[config.mk]
export PLATFORM = sky130hd
export DESIGN_NAME = rob_backend
export DESIGN_NICKNAME = d
export VERILOG_FILES = /design/src/verilog/core_cfg_pkg.sv /design/src/verilog/core_bus_pkg.sv /design/src/verilog/rename_map.sv /design/src/verilog/reorder_buffer.sv /design/src/verilog/ready_table.sv /design/src/verilog/rob_backend.sv
export SDC_FILE = /design/constraint.sdc
export NUM_CORES = 2
export LEC_CHECK = 0
export BUFFER_PORTS_ARGS = -buffer_cell sky130_fd_sc_hd__buf_2
export CORE_MARGIN = 3
export CORE_UTILIZATION = 35
export CTS_CLUSTER_SIZE = 24
export DETAILED_ROUTE_END_ITERATION = 8
export HOLD_SLACK_MARGIN = 0.06
export PLACE_DENSITY = 0.54
export SYNTH_ARGS = -nofsm -noshare
export SYNTH_HDL_FRONTEND = slang
export SYNTH_SLANG_ARGS = --single-unit
[constraint.sdc]
create_clock -name clk -period 8.01 [get_ports clk]
set_clock_uncertainty 0.15 [all_clocks]
set_input_delay 0 -clock clk [delete_from_list [all_inputs] [get_ports clk]]
set_output_delay 0 -clock clk [all_outputs]
set_load 0.005 [all_outputs]
[src/verilog/core_cfg_pkg.sv]
package core_cfg_pkg;

    // machine sizes
    localparam int NUM_ARCH  = 32;
    localparam int NUM_PHYS  = 40;
    localparam int ROB_DEPTH = 16;
    localparam int NUM_CPL   = 3;
    localparam int RETIRE_W  = 2;

    // physical registers left over once every architectural register is mapped
    localparam int FREE_DEPTH = NUM_PHYS - NUM_ARCH;

    // register numbers
    typedef logic [$clog2(NUM_ARCH)-1:0] arch_reg_t;
    typedef logic [$clog2(NUM_PHYS)-1:0] phys_reg_t;

    // rob pointers and occupancy
    typedef logic [$clog2(ROB_DEPTH)-1:0]   rob_idx_t;
    typedef logic [$clog2(ROB_DEPTH+1)-1:0] rob_cnt_t;

    // free list pointers and occupancy
    typedef logic [$clog2(FREE_DEPTH)-1:0]   free_idx_t;
    typedef logic [$clog2(FREE_DEPTH+1)-1:0] free_cnt_t;

    // payload
    typedef logic [31:0] pc_t;
    typedef logic [31:0] data_t;

endpackage

[src/verilog/core_bus_pkg.sv]
package core_bus_pkg;

    import core_cfg_pkg::*;

    // instruction offered by the front end
    typedef struct packed {
        logic      valid;
        logic      has_dest;
        arch_reg_t arch_dest;
        pc_t       pc;
    } dispatch_t;

    // rename result handed back to dispatch
    typedef struct packed {
        rob_idx_t  rob_idx;
        phys_reg_t new_phys;
    } rename_t;

    // accepted dispatch, rename_map to rob and ready table
    typedef struct packed {
        logic      valid;
        logic      has_dest;
        arch_reg_t arch_dest;
        phys_reg_t new_phys;
        phys_reg_t old_phys;
        pc_t       pc;
    } alloc_t;

    // one execution unit completion
    typedef struct packed {
        logic     valid;
        rob_idx_t rob_idx;
        data_t    data;
    } complete_t;

    // result broadcast for the issue queue
    typedef struct packed {
        logic      valid;
        phys_reg_t phys;
        data_t     data;
    } wakeup_t;

    // one retire slot, arf write plus the mapping to free
    typedef struct packed {
        logic      valid;
        logic      has_dest;
        arch_reg_t arch_dest;
        phys_reg_t old_phys;
        phys_reg_t new_phys;
        data_t     data;
        pc_t       pc;
    } retire_t;

endpackage

[src/verilog/rename_map.sv]
module rename_map import core_cfg_pkg::*, core_bus_pkg::*; (
    input  logic                   clk,
    input  logic                   rstn,
    input  dispatch_t              dispatch,
    input  logic                   rob_full,
    input  rob_idx_t               rob_tail,
    input  retire_t [RETIRE_W-1:0] retire,
    output logic                   stall,
    output rename_t                rename,
    output alloc_t                 alloc
);

    // speculative map table, arch -> phys
    phys_reg_t map_q [NUM_ARCH];

    // free list FIFO
    phys_reg_t free_q [FREE_DEPTH];
    free_idx_t free_head_q;
    free_idx_t free_tail_q;
    free_cnt_t free_cnt_q;

    logic                accept;
    logic                pop;
    logic                free_empty;
    phys_reg_t           free_head;
    logic [RETIRE_W-1:0] push;
    free_idx_t           wr_ptr [RETIRE_W];
    free_cnt_t           push_cnt;

    assign free_empty = (free_cnt_q == '0);
    assign free_head  = free_q[free_head_q];

    // stores only need a rob entry, so an empty free list does not block them
    assign stall  = rob_full || (dispatch.valid && dispatch.has_dest && free_empty);
    assign accept = dispatch.valid && !stall;
    assign pop    = accept && dispatch.has_dest;

    assign rename.rob_idx  = rob_tail;
    assign rename.new_phys = dispatch.has_dest ? free_head : '0;

    assign alloc.valid     = accept;
    assign alloc.has_dest  = dispatch.has_dest;
    assign alloc.arch_dest = dispatch.arch_dest;
    assign alloc.new_phys  = rename.new_phys;
    assign alloc.old_phys  = dispatch.has_dest ? map_q[dispatch.arch_dest] : '0;
    assign alloc.pc        = dispatch.pc;

    // retired old mappings go back in slot order
    always_comb begin
        push_cnt  = '0;
        wr_ptr[0] = free_tail_q;
        for (int i = 0; i < RETIRE_W; i++) begin
            push[i]  = retire[i].valid && retire[i].has_dest;
            push_cnt = push_cnt + free_cnt_t'(push[i]);
            if (i > 0) begin
                wr_ptr[i] = wr_ptr[i-1] + free_idx_t'(push[i-1]);
            end
        end
    end

    always_ff @(posedge clk or negedge rstn) begin
        if (!rstn) begin
            for (int i = 0; i < NUM_ARCH; i++) begin
                map_q[i] <= phys_reg_t'(i);
            end
        end else if (pop) begin
            map_q[dispatch.arch_dest] <= free_head;
        end
    end

    // reset leaves the spare registers queued in ascending order
    always_ff @(posedge clk or negedge rstn) begin
        if (!rstn) begin
            for (int i = 0; i < FREE_DEPTH; i++) begin
                free_q[i] <= phys_reg_t'(NUM_ARCH + i);
            end
            free_head_q <= '0;
            free_tail_q <= '0;
            free_cnt_q  <= free_cnt_t'(FREE_DEPTH);
        end else begin
            for (int i = 0; i < RETIRE_W; i++) begin
                if (push[i]) begin
                    free_q[wr_ptr[i]] <= retire[i].old_phys;
                end
            end
            if (pop) begin
                free_head_q <= free_head_q + 1'b1;
            end
            free_tail_q <= free_tail_q + free_idx_t'(push_cnt);
            free_cnt_q  <= free_cnt_q + push_cnt - free_cnt_t'(pop);
        end
    end

endmodule

[src/verilog/reorder_buffer.sv]
module reorder_buffer import core_cfg_pkg::*, core_bus_pkg::*; (
    input  logic                    clk,
    input  logic                    rstn,
    input  alloc_t                  alloc,
    input  complete_t [NUM_CPL-1:0] complete,
    output logic                    rob_full,
    output rob_idx_t                rob_tail,
    output wakeup_t [NUM_CPL-1:0]   cpl_wakeup,
    output retire_t [RETIRE_W-1:0]  retire
);

    // entry control
    logic [ROB_DEPTH-1:0] valid_q;
    logic [ROB_DEPTH-1:0] complete_q;

    // entry payload
    logic      has_dest_q  [ROB_DEPTH];
    arch_reg_t arch_dest_q [ROB_DEPTH];
    phys_reg_t new_phys_q  [ROB_DEPTH];
    phys_reg_t old_phys_q  [ROB_DEPTH];
    pc_t       pc_q        [ROB_DEPTH];
    data_t     data_q      [ROB_DEPTH];

    rob_idx_t head_q;
    rob_idx_t tail_q;
    rob_cnt_t count_q;

    rob_idx_t            ret_idx [RETIRE_W];
    logic [RETIRE_W-1:0] ret_go;
    rob_cnt_t            ret_cnt;

    assign rob_full = (count_q == rob_cnt_t'(ROB_DEPTH));
    assign rob_tail = tail_q;

    // translate each completion to the physical register it produces
    always_comb begin
        for (int p = 0; p < NUM_CPL; p++) begin
            // a store completes without writing a register, so it wakes nothing
            cpl_wakeup[p].valid = complete[p].valid && has_dest_q[complete[p].rob_idx];
            cpl_wakeup[p].phys  = new_phys_q[complete[p].rob_idx];
            cpl_wakeup[p].data  = complete[p].data;
        end
    end

    // pick up to RETIRE_W complete entries from the head, stop at the first gap
    always_comb begin
        logic in_order;
        in_order = 1'b1;
        ret_cnt  = '0;
        for (int i = 0; i < RETIRE_W; i++) begin
            ret_idx[i] = head_q + rob_idx_t'(i);
            ret_go[i]  = in_order && valid_q[ret_idx[i]] && complete_q[ret_idx[i]];
            in_order   = ret_go[i];
            ret_cnt    = ret_cnt + rob_cnt_t'(ret_go[i]);
        end
    end

    always_ff @(posedge clk or negedge rstn) begin
        if (!rstn) begin
            valid_q    <= '0;
            complete_q <= '0;
            head_q     <= '0;
            tail_q     <= '0;
            count_q    <= '0;
        end else begin
            for (int i = 0; i < RETIRE_W; i++) begin
                if (ret_go[i]) begin
                    valid_q[ret_idx[i]] <= 1'b0;
                end
            end
            for (int p = 0; p < NUM_CPL; p++) begin
                if (complete[p].valid) begin
                    complete_q[complete[p].rob_idx] <= 1'b1;
                end
            end
            // tail never meets a retiring entry since alloc is blocked when full
            if (alloc.valid) begin
                valid_q[tail_q]    <= 1'b1;
                complete_q[tail_q] <= 1'b0;
                tail_q             <= tail_q + 1'b1;
            end
            head_q  <= head_q + rob_idx_t'(ret_cnt);
            count_q <= count_q + rob_cnt_t'(alloc.valid) - ret_cnt;
        end
    end

    always_ff @(posedge clk) begin
        if (alloc.valid) begin
            has_dest_q[tail_q]  <= alloc.has_dest;
            arch_dest_q[tail_q] <= alloc.arch_dest;
            new_phys_q[tail_q]  <= alloc.new_phys;
            old_phys_q[tail_q]  <= alloc.old_phys;
            pc_q[tail_q]        <= alloc.pc;
        end
        for (int p = 0; p < NUM_CPL; p++) begin
            if (complete[p].valid) begin
                data_q[complete[p].rob_idx] <= complete[p].data;
            end
        end
    end

    // registered retire, slot 1 only follows slot 0
    always_ff @(posedge clk or negedge rstn) begin
        if (!rstn) begin
            retire <= '0;
        end else begin
            for (int i = 0; i < RETIRE_W; i++) begin
                retire[i].valid     <= ret_go[i];
                retire[i].has_dest  <= has_dest_q[ret_idx[i]];
                retire[i].arch_dest <= arch_dest_q[ret_idx[i]];
                retire[i].old_phys  <= old_phys_q[ret_idx[i]];
                retire[i].new_phys  <= new_phys_q[ret_idx[i]];
                retire[i].data      <= data_q[ret_idx[i]];
                retire[i].pc        <= pc_q[ret_idx[i]];
            end
        end
    end

endmodule

[src/verilog/ready_table.sv]
module ready_table import core_cfg_pkg::*, core_bus_pkg::*; (
    input  logic                  clk,
    input  logic                  rstn,
    input  alloc_t                alloc,
    input  wakeup_t [NUM_CPL-1:0] cpl_wakeup,
    output wakeup_t [NUM_CPL-1:0] wakeup,
    output logic [NUM_PHYS-1:0]   phys_ready
);

    // every register starts out holding a committed value
    always_ff @(posedge clk or negedge rstn) begin
        if (!rstn) begin
            phys_ready <= '1;
        end else begin
            if (alloc.valid && alloc.has_dest) begin
                phys_ready[alloc.new_phys] <= 1'b0;
            end
            // set after the clear so a wakeup to the same register wins
            for (int p = 0; p < NUM_CPL; p++) begin
                if (cpl_wakeup[p].valid) begin
                    phys_ready[cpl_wakeup[p].phys] <= 1'b1;
                end
            end
        end
    end

    // broadcast to the issue queue one cycle after completion
    always_ff @(posedge clk or negedge rstn) begin
        if (!rstn) begin
            wakeup <= '0;
        end else begin
            wakeup <= cpl_wakeup;
        end
    end

endmodule

[src/verilog/rob_backend.sv]
module rob_backend import core_cfg_pkg::*, core_bus_pkg::*; (
    input  logic                    clk,
    input  logic                    rstn,
    input  dispatch_t               dispatch,
    input  complete_t [NUM_CPL-1:0] complete,
    output logic                    stall,
    output rename_t                 rename,
    output wakeup_t [NUM_CPL-1:0]   wakeup,
    output logic [NUM_PHYS-1:0]     phys_ready,
    output retire_t [RETIRE_W-1:0]  retire
);

    logic                  rob_full;
    rob_idx_t              rob_tail;
    alloc_t                alloc;
    wakeup_t [NUM_CPL-1:0] cpl_wakeup;

    // retire also feeds the free list
    rename_map rename_map_inst (
        .clk      (clk),
        .rstn     (rstn),
        .dispatch (dispatch),
        .rob_full (rob_full),
        .rob_tail (rob_tail),
        .retire   (retire),
        .stall    (stall),
        .rename   (rename),
        .alloc    (alloc)
    );

    reorder_buffer reorder_buffer_inst (
        .clk        (clk),
        .rstn       (rstn),
        .alloc      (alloc),
        .complete   (complete),
        .rob_full   (rob_full),
        .rob_tail   (rob_tail),
        .cpl_wakeup (cpl_wakeup),
        .retire     (retire)
    );

    ready_table ready_table_inst (
        .clk        (clk),
        .rstn       (rstn),
        .alloc      (alloc),
        .cpl_wakeup (cpl_wakeup),
        .wakeup     (wakeup),
        .phys_ready (phys_ready)
    );

endmodule

==> After elaboration in Yosys (flattened, before gate mapping) <==
Memories as Yosys holds them, arrays and structs flattened. A register that Yosys moved wholly into a read port is not among the register bits.
Cells that the tools add are included.
{ "word_totals": {"regBits": 454, "mem_bits_rw": 1312, "inputBits": 152, "out_inout_bits": 334, "word_cells": 231, "memories": 6} }
{ "op_classes": {"addsub": 12, "n_lt_le_gt_ge": 27, "eq_ne": 1, "n_mux": 66, "n_bitwise": 19, "n_reduce_logical": 40} }
{ "memory_table": {"columns": ["name", "words", "word_bits", "read_ports", "rd_ports_with_merged_regs", "wr", "line", "rtl"], "rows": [
  ["reorder_buffer_inst.data_q", 16, 32, 2, 2, 3, "reorder_buffer.sv:22", "data_t data_q [ROB_DEPTH];"],
  ["reorder_buffer_inst.pc_q", 16, 32, 2, 2, 1, "reorder_buffer.sv:21", "pc_t pc_q [ROB_DEPTH];"],
  ["reorder_buffer_inst.new_phys_q", 16, 6, 5, 2, 1, "reorder_buffer.sv:19", "phys_reg_t new_phys_q [ROB_DEPTH];"],
  ["reorder_buffer_inst.old_phys_q", 16, 6, 2, 2, 1, "reorder_buffer.sv:20", "phys_reg_t old_phys_q [ROB_DEPTH];"],
  ["reorder_buffer_inst.arch_dest_q", 16, 5, 2, 2, 1, "reorder_buffer.sv:18", "arch_reg_t arch_dest_q [ROB_DEPTH];"],
  ["reorder_buffer_inst.has_dest_q", 16, 1, 5, 2, 1, "reorder_buffer.sv:17", "logic has_dest_q [ROB_DEPTH];"]
]} }
{ "op_table": {"columns": ["operator", "count"], "rows": [
  ["$bwmux 192", 1],
  ["$mux 40", 4],
  ["$or 40x40->40", 3],
  ["$mux 16", 7],
  ["$bwmux 48", 2],
  ["$mux 48", 2],
  ["$or 16x16->16", 4],
  ["$mux 6", 9],
  ["$and 16x16->16", 3],
  ["$not 16->16", 3],
  ["$and 40x40->40", 1],
  ["$not 40->40", 1],
  ["$demux 6 s3", 2],
  ["$bmux 6 s5", 1],
  ["$demux 6 s5", 1],
  ["$lt 4x5->1 const B", 6],
  ["$lt 6x7->1 const B", 4],
  ["$logic_and 1x1->1", 25],
  ["$demux 1 s4", 6],
  ["$demux 1 s6", 4],
  ["$ge 4x1->1 const B", 6],
  ["$ge 6x1->1 const B", 4],
  ["$mux 1", 22],
  ["$bmux 6 s3", 1],
  ["other kinds (20)", 43]
]} }

==> Depth between registers and ports, before layout <==
{ "logic_depth": {"word_depth": 18, "mapped_depth": 21} }

==> Hierarchy <==
A second synthesis with hierarchy kept.
{ "hier_totals": {"cells_unflattened": 6326, "area_unflattened_um2": 98675.9} }
{ "by_module_without_submodules": {"columns": ["module", "n_inst", "cells_each", "area_per_inst_um2", "seq_area_each_um2"], "rows": [
  ["reorder_buffer", 1, 4906, 80184.4, 44677.8],
  ["rename_map", 1, 1031, 13025.0, 6382.4],
  ["ready_table", 1, 389, 5466.5, 3978.8]
]} }

==> Least setup slack after synthesis <==
No wires, ideal clock.
{ "synth_path": {"path_type": "flip-flop to flip-flop", "startpoint": "register rename_map_inst.free_cnt_q[3]", "endpoint": "memory reorder_buffer_inst.arch_dest_q[3][0] (netlist name) (enable)", "setup_ps": 523, "t_arrival_ps": 5099, "slack_ps": 2238, "path_stages_with_launch": 8, "path_buffers": 0, "period_less_slack_ps": 5772, "path_cell_list": "dfstp_2 inv_1 ha_1 or3b_2 o21ai_0 nor2_1 nand2_1 nor3_1"} }
{ "synth_via": {"elab_chain_cells": 7} }
{ "synth_rtl": {"columns": ["element", "line", "rtl"], "rows": [
  ["start, declared", "rename_map.sv:20", "free_cnt_t free_cnt_q;"],
  ["start signal, assigned", "rename_map.sv:79", "free_cnt_q <= free_cnt_t'(FREE_DEPTH);"],
  ["start signal, assigned", "rename_map.sv:90", "free_cnt_q <= free_cnt_q + push_cnt - free_cnt_t'(pop);"],
  ["$logic_not 4->1", "rename_map.sv:30", "assign free_empty = (free_cnt_q == '0);"],
  ["$logic_and 1x1->1", "rename_map.sv:34", "assign stall = rob_full || (dispatch.valid && dispatch.has_dest && free_empty);"],
  ["$logic_or 1x1->1", "rename_map.sv:34", null],
  ["named net stall", "rob_backend.sv:6", "output logic stall,"],
  ["$logic_not 1->1", "rename_map.sv:35", "assign accept = dispatch.valid && !stall;"],
  ["$logic_and 1x1->1", "rename_map.sv:35", null],
  ["$mux 1", "reorder_buffer.sv:88", "if (alloc.valid) begin"],
  ["$mux 1 (implied by the code)", "reorder_buffer.sv:90", "arch_dest_q[tail_q] <= alloc.arch_dest;"],
  ["end, declared", "reorder_buffer.sv:18", null]
]} }
The timed path passes the listed nets, and every way through them passes these cells.

==> Worst setup path after layout <==
{ "layout_path": {"startpoint": "register reorder_buffer_inst.head_q[0]", "endpoint": "register reorder_buffer_inst.count_q[4]"} }
{ "layout_via": {"elab_chain_cells": 7, "elab_cells_between_ends": 14} }
{ "layout_rtl": {"columns": ["element", "line", "rtl"], "rows": [
  ["start, declared", "reorder_buffer.sv:24", "rob_idx_t head_q;"],
  ["start signal, assigned", "reorder_buffer.sv:82", "head_q <= head_q + rob_idx_t'(ret_cnt);"],
  ["$add 4x1->4 or $bmux 1 s4 (tied branches)", "reorder_buffer.sv:51, reorder_buffer.sv:52", null],
  ["$bmux 1 s4 or $mux 1 (tied branches)", "reorder_buffer.sv:52", "ret_go[i] = in_order && valid_q[ret_idx[i]] && complete_q[ret_idx[i]];"],
  ["$mux 1 (implied by the code) or $logic_and 1x1->1 (tied branches)", "reorder_buffer.sv:52", null],
  ["$logic_and 1x1->1", "reorder_buffer.sv:52", null],
  ["$logic_and 1x1->1 (*)", "reorder_buffer.sv:52", null],
  ["named net reorder_buffer_inst.ret_go[1]", "reorder_buffer.sv:29", "logic [RETIRE_W-1:0] ret_go;"],
  ["$add 1x1->2 (*)", "reorder_buffer.sv:54", "ret_cnt = ret_cnt + rob_cnt_t'(ret_go[i]);"],
  ["$sub 5x5->5 (*)", "reorder_buffer.sv:83", "count_q <= count_q + rob_cnt_t'(alloc.valid) - ret_cnt;"],
  ["end signal, assigned", "reorder_buffer.sv:83", null],
  ["end, declared", "reorder_buffer.sv:26", "rob_cnt_t count_q;"]
]} }
Mark *: on every way through the listed nets, which the timed path passes. The rest lies on a longest branch. The select of a mux whose other input is x is not followed.
A chain may end at the register's enable or synchronous reset.

==> metrics.txt <==
# TYPE chip_impl_metric gauge
chip_impl_metric{name="fillCellCount",unit=""} 24600
chip_impl_metric{name="relative_contribution_of_combinational_cells_to_total_power",unit="%"} 39.6
chip_impl_metric{name="detail_route.wirelength",unit="um"} 337000
chip_impl_metric{name="relSlewSlack",unit="%"} 7.45
chip_impl_metric{name="final_area",unit="mm^2"} 0.113
chip_impl_metric{name="clock_insertion_delay_worst_skew",unit="ns"} 0.91
chip_impl_info{name="post-synth-top-count-cell",value="sky130_fd_sc_hd__edfxtp_1"} 1
chip_impl_metric{name="worst-endpoint-required",unit="ns"} 8.63
chip_impl_metric{name="floorplan.io_pins",unit=""} 486
chip_impl_info{name="crit_path_cell_trace",value="inv_1 -> ha_4 -> mux4_2 -> nor2_1 -> nor3_1 -> a311oi_1 -> ha_1 -> ha_1 -> inv_1 -> ha_1 -> inv_1 -> fa_1 -> inv_1 -> a21oi_1 -> nor2_1 -> nor2_1 -> xnor2_1"} 1
chip_impl_metric{name="dp_hpwl",unit="um"} 187000
chip_impl_metric{name="route.detailed.wl_per_inst",unit="um"} 31.3
chip_impl_info{name="ys_dominant_reg_cell",value="sky130_fd_sc_hd__edfxtp_1"} 1
chip_impl_metric{name="cts.htree.levels",unit=""} 4
chip_impl_metric{name="worst_ep_arrival_time",unit="ns"} 6.23
chip_impl_metric{name="place_congestion",unit=""} 0.860
chip_impl_metric{name="synth_seq_cells",unit=""} 1930
chip_impl_metric{name="ant_nets",unit=""} 0
chip_impl_metric{name="first_global_vias",unit=""} 63900
chip_impl_metric{name="p_switching",unit="mW"} 13.8
chip_impl_metric{name="final_layout_setup_total_negative_slack",unit="ns"} 0
chip_impl_info{name="critical-path-top-cell-by-count",value="sky130_fd_sc_hd__inv_1"} 1
chip_impl_metric{name="synth_enable_flop_cells",unit=""} 1312
chip_impl_metric{name="finalCoreUtilization",unit="%"} 41.2
chip_impl_metric{name="gr-usage-all-layers",unit="%"} 23.3
chip_impl_metric{name="p_int",unit="mW"} 26.3
chip_impl_info{name="clockRootBuffer",value="sky130_fd_sc_hd__clkbuf_16"} 1
chip_impl_info{name="setup_repair_after_global_routing_missed_its_margin",value="false"} 1
chip_impl_info{name="tritoncts",value="built"} 1
chip_impl_metric{name="grt_max_degree",unit=""} 151
chip_impl_metric{name="drv.max_cap_violation_count",unit=""} 0
chip_impl_metric{name="port_buffers",unit=""} 485
chip_impl_metric{name="avgViaCountPerCell",unit=""} 5.92
chip_impl_metric{name="synthArstFlopShare",unit="%"} 32.0
chip_impl_metric{name="postSynthAreaPerCell",unit="um^2"} 15.1
chip_impl_metric{name="synth_fp_nets",unit=""} 6585
chip_impl_info{name="ys_top_cells_by_area",value="sky130_fd_sc_hd__edfxtp_1 (41%), sky130_fd_sc_hd__mux4_2 (23%), sky130_fd_sc_hd__dfrtp_1 (12%)"} 1
chip_impl_metric{name="hold_viol",unit=""} 0
chip_impl_metric{name="final_critical_path_share_of_the_clock_period",unit="%"} 70.0
chip_impl_metric{name="route.vias.total",unit=""} 63900
chip_impl_metric{name="grt_pass1_wl",unit="um"} 482000
chip_impl_metric{name="detailedPlace.worstSlack",unit="ns"} 2.50
chip_impl_metric{name="post-route-min-period",unit="ns"} 5.61
chip_impl_metric{name="critical_path_peak_fanout",unit=""} 47
chip_impl_metric{name="clock_slew_at_reported_path_ffs",unit="ns"} 0.06
chip_impl_metric{name="detail_route.iter0.violations",unit=""} 7951
chip_impl_metric{name="critical_path.max_stage_delay",unit="ns"} 0.92
chip_impl_metric{name="postSynthCellCount",unit=""} 6400
chip_impl_metric{name="cts_setup_buffers",unit=""} 0
chip_impl_info{name="timing.critical_path.slowest_stage_cell",value="sky130_fd_sc_hd__dfrtp_4"} 1
chip_impl_info{name="setup.worst_path.end_class",value="flip-flop"} 1
chip_impl_metric{name="yosys_warnings",unit=""} 0
chip_impl_metric{name="reg_power_share",unit="%"} 35.4
chip_impl_metric{name="area.growth.synth_to_final",unit="%"} 16.9
chip_impl_metric{name="chipHeight",unit="um"} 531
chip_impl_metric{name="share_clk_of_total_power",unit="%"} 25.0
chip_impl_metric{name="antenna_violations_before_repair",unit=""} 35
chip_impl_metric{name="clkSinkCount",unit=""} 1930
chip_impl_metric{name="ctsLongestPathBuffers",unit=""} 4
chip_impl_metric{name="coreArea",unit="mm^2"} 0.274
chip_impl_metric{name="layout-drive-gt1-share",unit="%"} 30.8
chip_impl_metric{name="num-nets-final",unit=""} 7093
chip_impl_metric{name="die-area",unit="mm^2"} 0.282
chip_impl_metric{name="worst-slew-pin-transition",unit="ns"} 1.38
chip_impl_metric{name="synth_top_area_share",unit="%"} 40.8
chip_impl_metric{name="netlist_area",unit="mm^2"} 0.0967
chip_impl_info{name="post-synth-top-area-cell",value="sky130_fd_sc_hd__edfxtp_1"} 1
chip_impl_info{name="timing_worst_setup_path_type",value="flip-flop to flip-flop"} 1
chip_impl_metric{name="horizontal_die_dimension",unit="um"} 531
chip_impl_metric{name="cts_made_buffers",unit=""} 217
chip_impl_metric{name="placed_area",unit="mm^2"} 0.103
chip_impl_metric{name="ir_worst_vdd",unit="V"} 0.000512
chip_impl_metric{name="power.leakage",unit="nW"} 39.7
chip_impl_metric{name="setup_violations",unit=""} 0
chip_impl_metric{name="globalRouteOverflowTotal",unit=""} 0
chip_impl_metric{name="route.detailed.drc",unit=""} 0
chip_impl_metric{name="seq_area_frac_synth",unit="%"} 56.9
chip_impl_info{name="worst_hold_path_type",value="primary input to flip-flop"} 1
chip_impl_metric{name="drt_pre_antenna_iters",unit=""} 6
chip_impl_metric{name="timing.final.ws_setup",unit="ns"} 2.40
chip_impl_info{name="start_kind",value="flip-flop"} 1
chip_impl_metric{name="power_density",unit="mW/mm^2"} 355
chip_impl_metric{name="floorplan.rows",unit=""} 192
chip_impl_metric{name="netSwitchingFraction",unit="%"} 34.4
chip_impl_metric{name="fmax",unit="MHz"} 178
chip_impl_metric{name="start_util",unit="%"} 35.3
chip_impl_metric{name="slew_violations",unit=""} 0
chip_impl_info{name="run_status",value="finished clean"} 1
chip_impl_metric{name="ys_types",unit=""} 77
chip_impl_info{name="synth_commonest_cells",value="sky130_fd_sc_hd__edfxtp_1 (1312), sky130_fd_sc_hd__mux4_2 (968), sky130_fd_sc_hd__mux2i_1 (582)"} 1
[routing by layer]
metal	up-vias	GRT usage, %	routed length, um
met1	33500	31.6	134000
met3	644	5.58	33100
met5	-	0	7
met2	3677	37.4	159000
met4	2	7.10	10900
li1	26100	-	-
[cells by family after synthesis]
| kind of cell | count (synthesis) | synth area share (%) |
|---|---|---|
| DFF | 1930 | 56.9 |
| muxes | 1571 | 28.9 |
| adders and majority gates | 33 | 0.458 |
| xor gates and xnor gates | 20 | 0.181 |
| buffers and inverters | 679 | 2.83 |
| and+or+nand+nor | 1214 | 5.29 |
| AOI/OAI and AO/OA | 953 | 5.35 |
[path summary, 6_finish.rpt]
| kind | depth (start not counted) | start | slack [ns] | end |
|---|---|---|---|---|
| worst max-delay path | 17 | reorder_buffer_inst.head_q[0]$_DFF_PN0_ | 2.40 | reorder_buffer_inst.count_q[4]$_DFF_PN0_ |
| worst min-delay path | 4 | complete[104] | 0.11 | reorder_buffer_inst.data_q[4][30]$_DFFE_PP_ |
| worst max register to register | 17 | reorder_buffer_inst.head_q[0]$_DFF_PN0_ | 2.40 | reorder_buffer_inst.count_q[4]$_DFF_PN0_ |
| worst min register to register | 2 | rename_map_inst.map_q[51]$_DFFE_PN0P_ | 0.32 | rename_map_inst.map_q[51]$_DFFE_PN0P_ |
| max in group asynchronous | 5 | rstn | 5.95 | reorder_buffer_inst.retire[101]$_DFF_PN0_ |
| min in group asynchronous | 4 | rstn | 0.21 | reorder_buffer_inst.retire[132]$_DFF_PN0_ |
[final cells by class]
cell class | count | area [um^2] | area share (%)
tap | 3686 | 4610 | 4.08
timing repair buffer | 921 | 6660 | 5.89
multi-input combinational | 3791 | 39400 | 34.8
inverter | 47 | 176 | 0.156
antenna | 8 | 20.0 | 0.0177
clock buffer | 308 | 6240 | 5.52
clock inverter | 97 | 882 | 0.781
sequential | 1930 | 55100 | 48.7
[worst max-delay path: cells and delay by family (launching register included)]
kind / cells / cell delay [ns]
DFF: 1 / 0.92
AOI/OAI and AO/OA: 2 / 0.62
and+or+nand+nor: 4 / 0.56
muxes: 1 / 0.41
buffers and inverters: 4 / 0.53
adders and majority gates: 5 / 2.12
xor gates and xnor gates: 1 / 0.11
[power groups by stage]
stage | clock network [mW] | logic (mW) | registers (mW)
finish | 10.0 | 15.9 | 14.2
global route | 10.6 | 16.9 | 14.4
CTS | 10.2 | 16.0 | 14.2
detailed placement | 0 | 15.9 | 14.4
global placement | 0 | 15.7 | 14.3
floorplan | 0 | 11.2 | 13.6
[flip-flops by register name, indices dropped and copies added, names as in the netlist, 4 cells and up]
name,cells
rename_map_inst.free_cnt_q,4
ready_table_inst.wakeup,117
reorder_buffer_inst.count_q,5
reorder_buffer_inst.head_q,4
reorder_buffer_inst.new_phys_q,96
reorder_buffer_inst.retire,166
reorder_buffer_inst.has_dest_q,16
rename_map_inst.map_q,192
reorder_buffer_inst.complete_q,16
rename_map_inst.free_q,48
ready_table_inst.phys_ready,40
reorder_buffer_inst.rob_tail,4
reorder_buffer_inst.old_phys_q,96
reorder_buffer_inst.arch_dest_q,80
reorder_buffer_inst.pc_q,512
reorder_buffer_inst.data_q,512
reorder_buffer_inst.valid_q,16
[layout by cell type (no fill, tap or decap), types with 13 or more instances in the layout]
master and instances:
sky130_fd_sc_hd__edfxtp_1 1312, sky130_fd_sc_hd__mux4_2 968, sky130_fd_sc_hd__mux2i_1 580, sky130_fd_sc_hd__nor2_1 511
sky130_fd_sc_hd__buf_2 483, sky130_fd_sc_hd__nand2_1 474, sky130_fd_sc_hd__dfrtp_1 473, sky130_fd_sc_hd__a21oi_1 452
sky130_fd_sc_hd__o21ai_0 369, sky130_fd_sc_hd__dlygate4sd3_1 305, sky130_fd_sc_hd__clkbuf_16 222, sky130_fd_sc_hd__dfstp_2 141
sky130_fd_sc_hd__buf_4 118, sky130_fd_sc_hd__clkbuf_1 50, sky130_fd_sc_hd__nand3_1 48, sky130_fd_sc_hd__inv_1 42
sky130_fd_sc_hd__clkinv_2 42, sky130_fd_sc_hd__clkbuf_8 36, sky130_fd_sc_hd__ha_1 28, sky130_fd_sc_hd__a22oi_1 24
sky130_fd_sc_hd__o211ai_1 24, sky130_fd_sc_hd__nor2_4 21, sky130_fd_sc_hd__clkinv_1 21, sky130_fd_sc_hd__o2111ai_1 20
sky130_fd_sc_hd__nor2b_1 17, sky130_fd_sc_hd__a32oi_1 17, sky130_fd_sc_hd__buf_12 13
[timing repair]
| action | 4_1_cts | 5_1_grt |
|---|---|---|
| hold buffers | 306 | 0 |
| endpoints found under the hold margin | 1764 | 0 |
| gates resized for setup | 0 | 0 |
[through the flow]
| step | hold WS [ns] | power (mW) | instances |
|---|---|---|---|
| floorplan | -0.446 | 24.8 | 6400 |
| global placement | -0.121 | 30.0 | 10100 |
| detailed placement | -0.110 | 30.2 | 10100 |
| CTS | 0.0609 | 40.4 | 10800 |
| global route | 0.106 | 41.9 | 10800 |
| finish | 0.115 | 40.1 | 10800 |
Note: power is estimated with default switching activity, not from simulation.
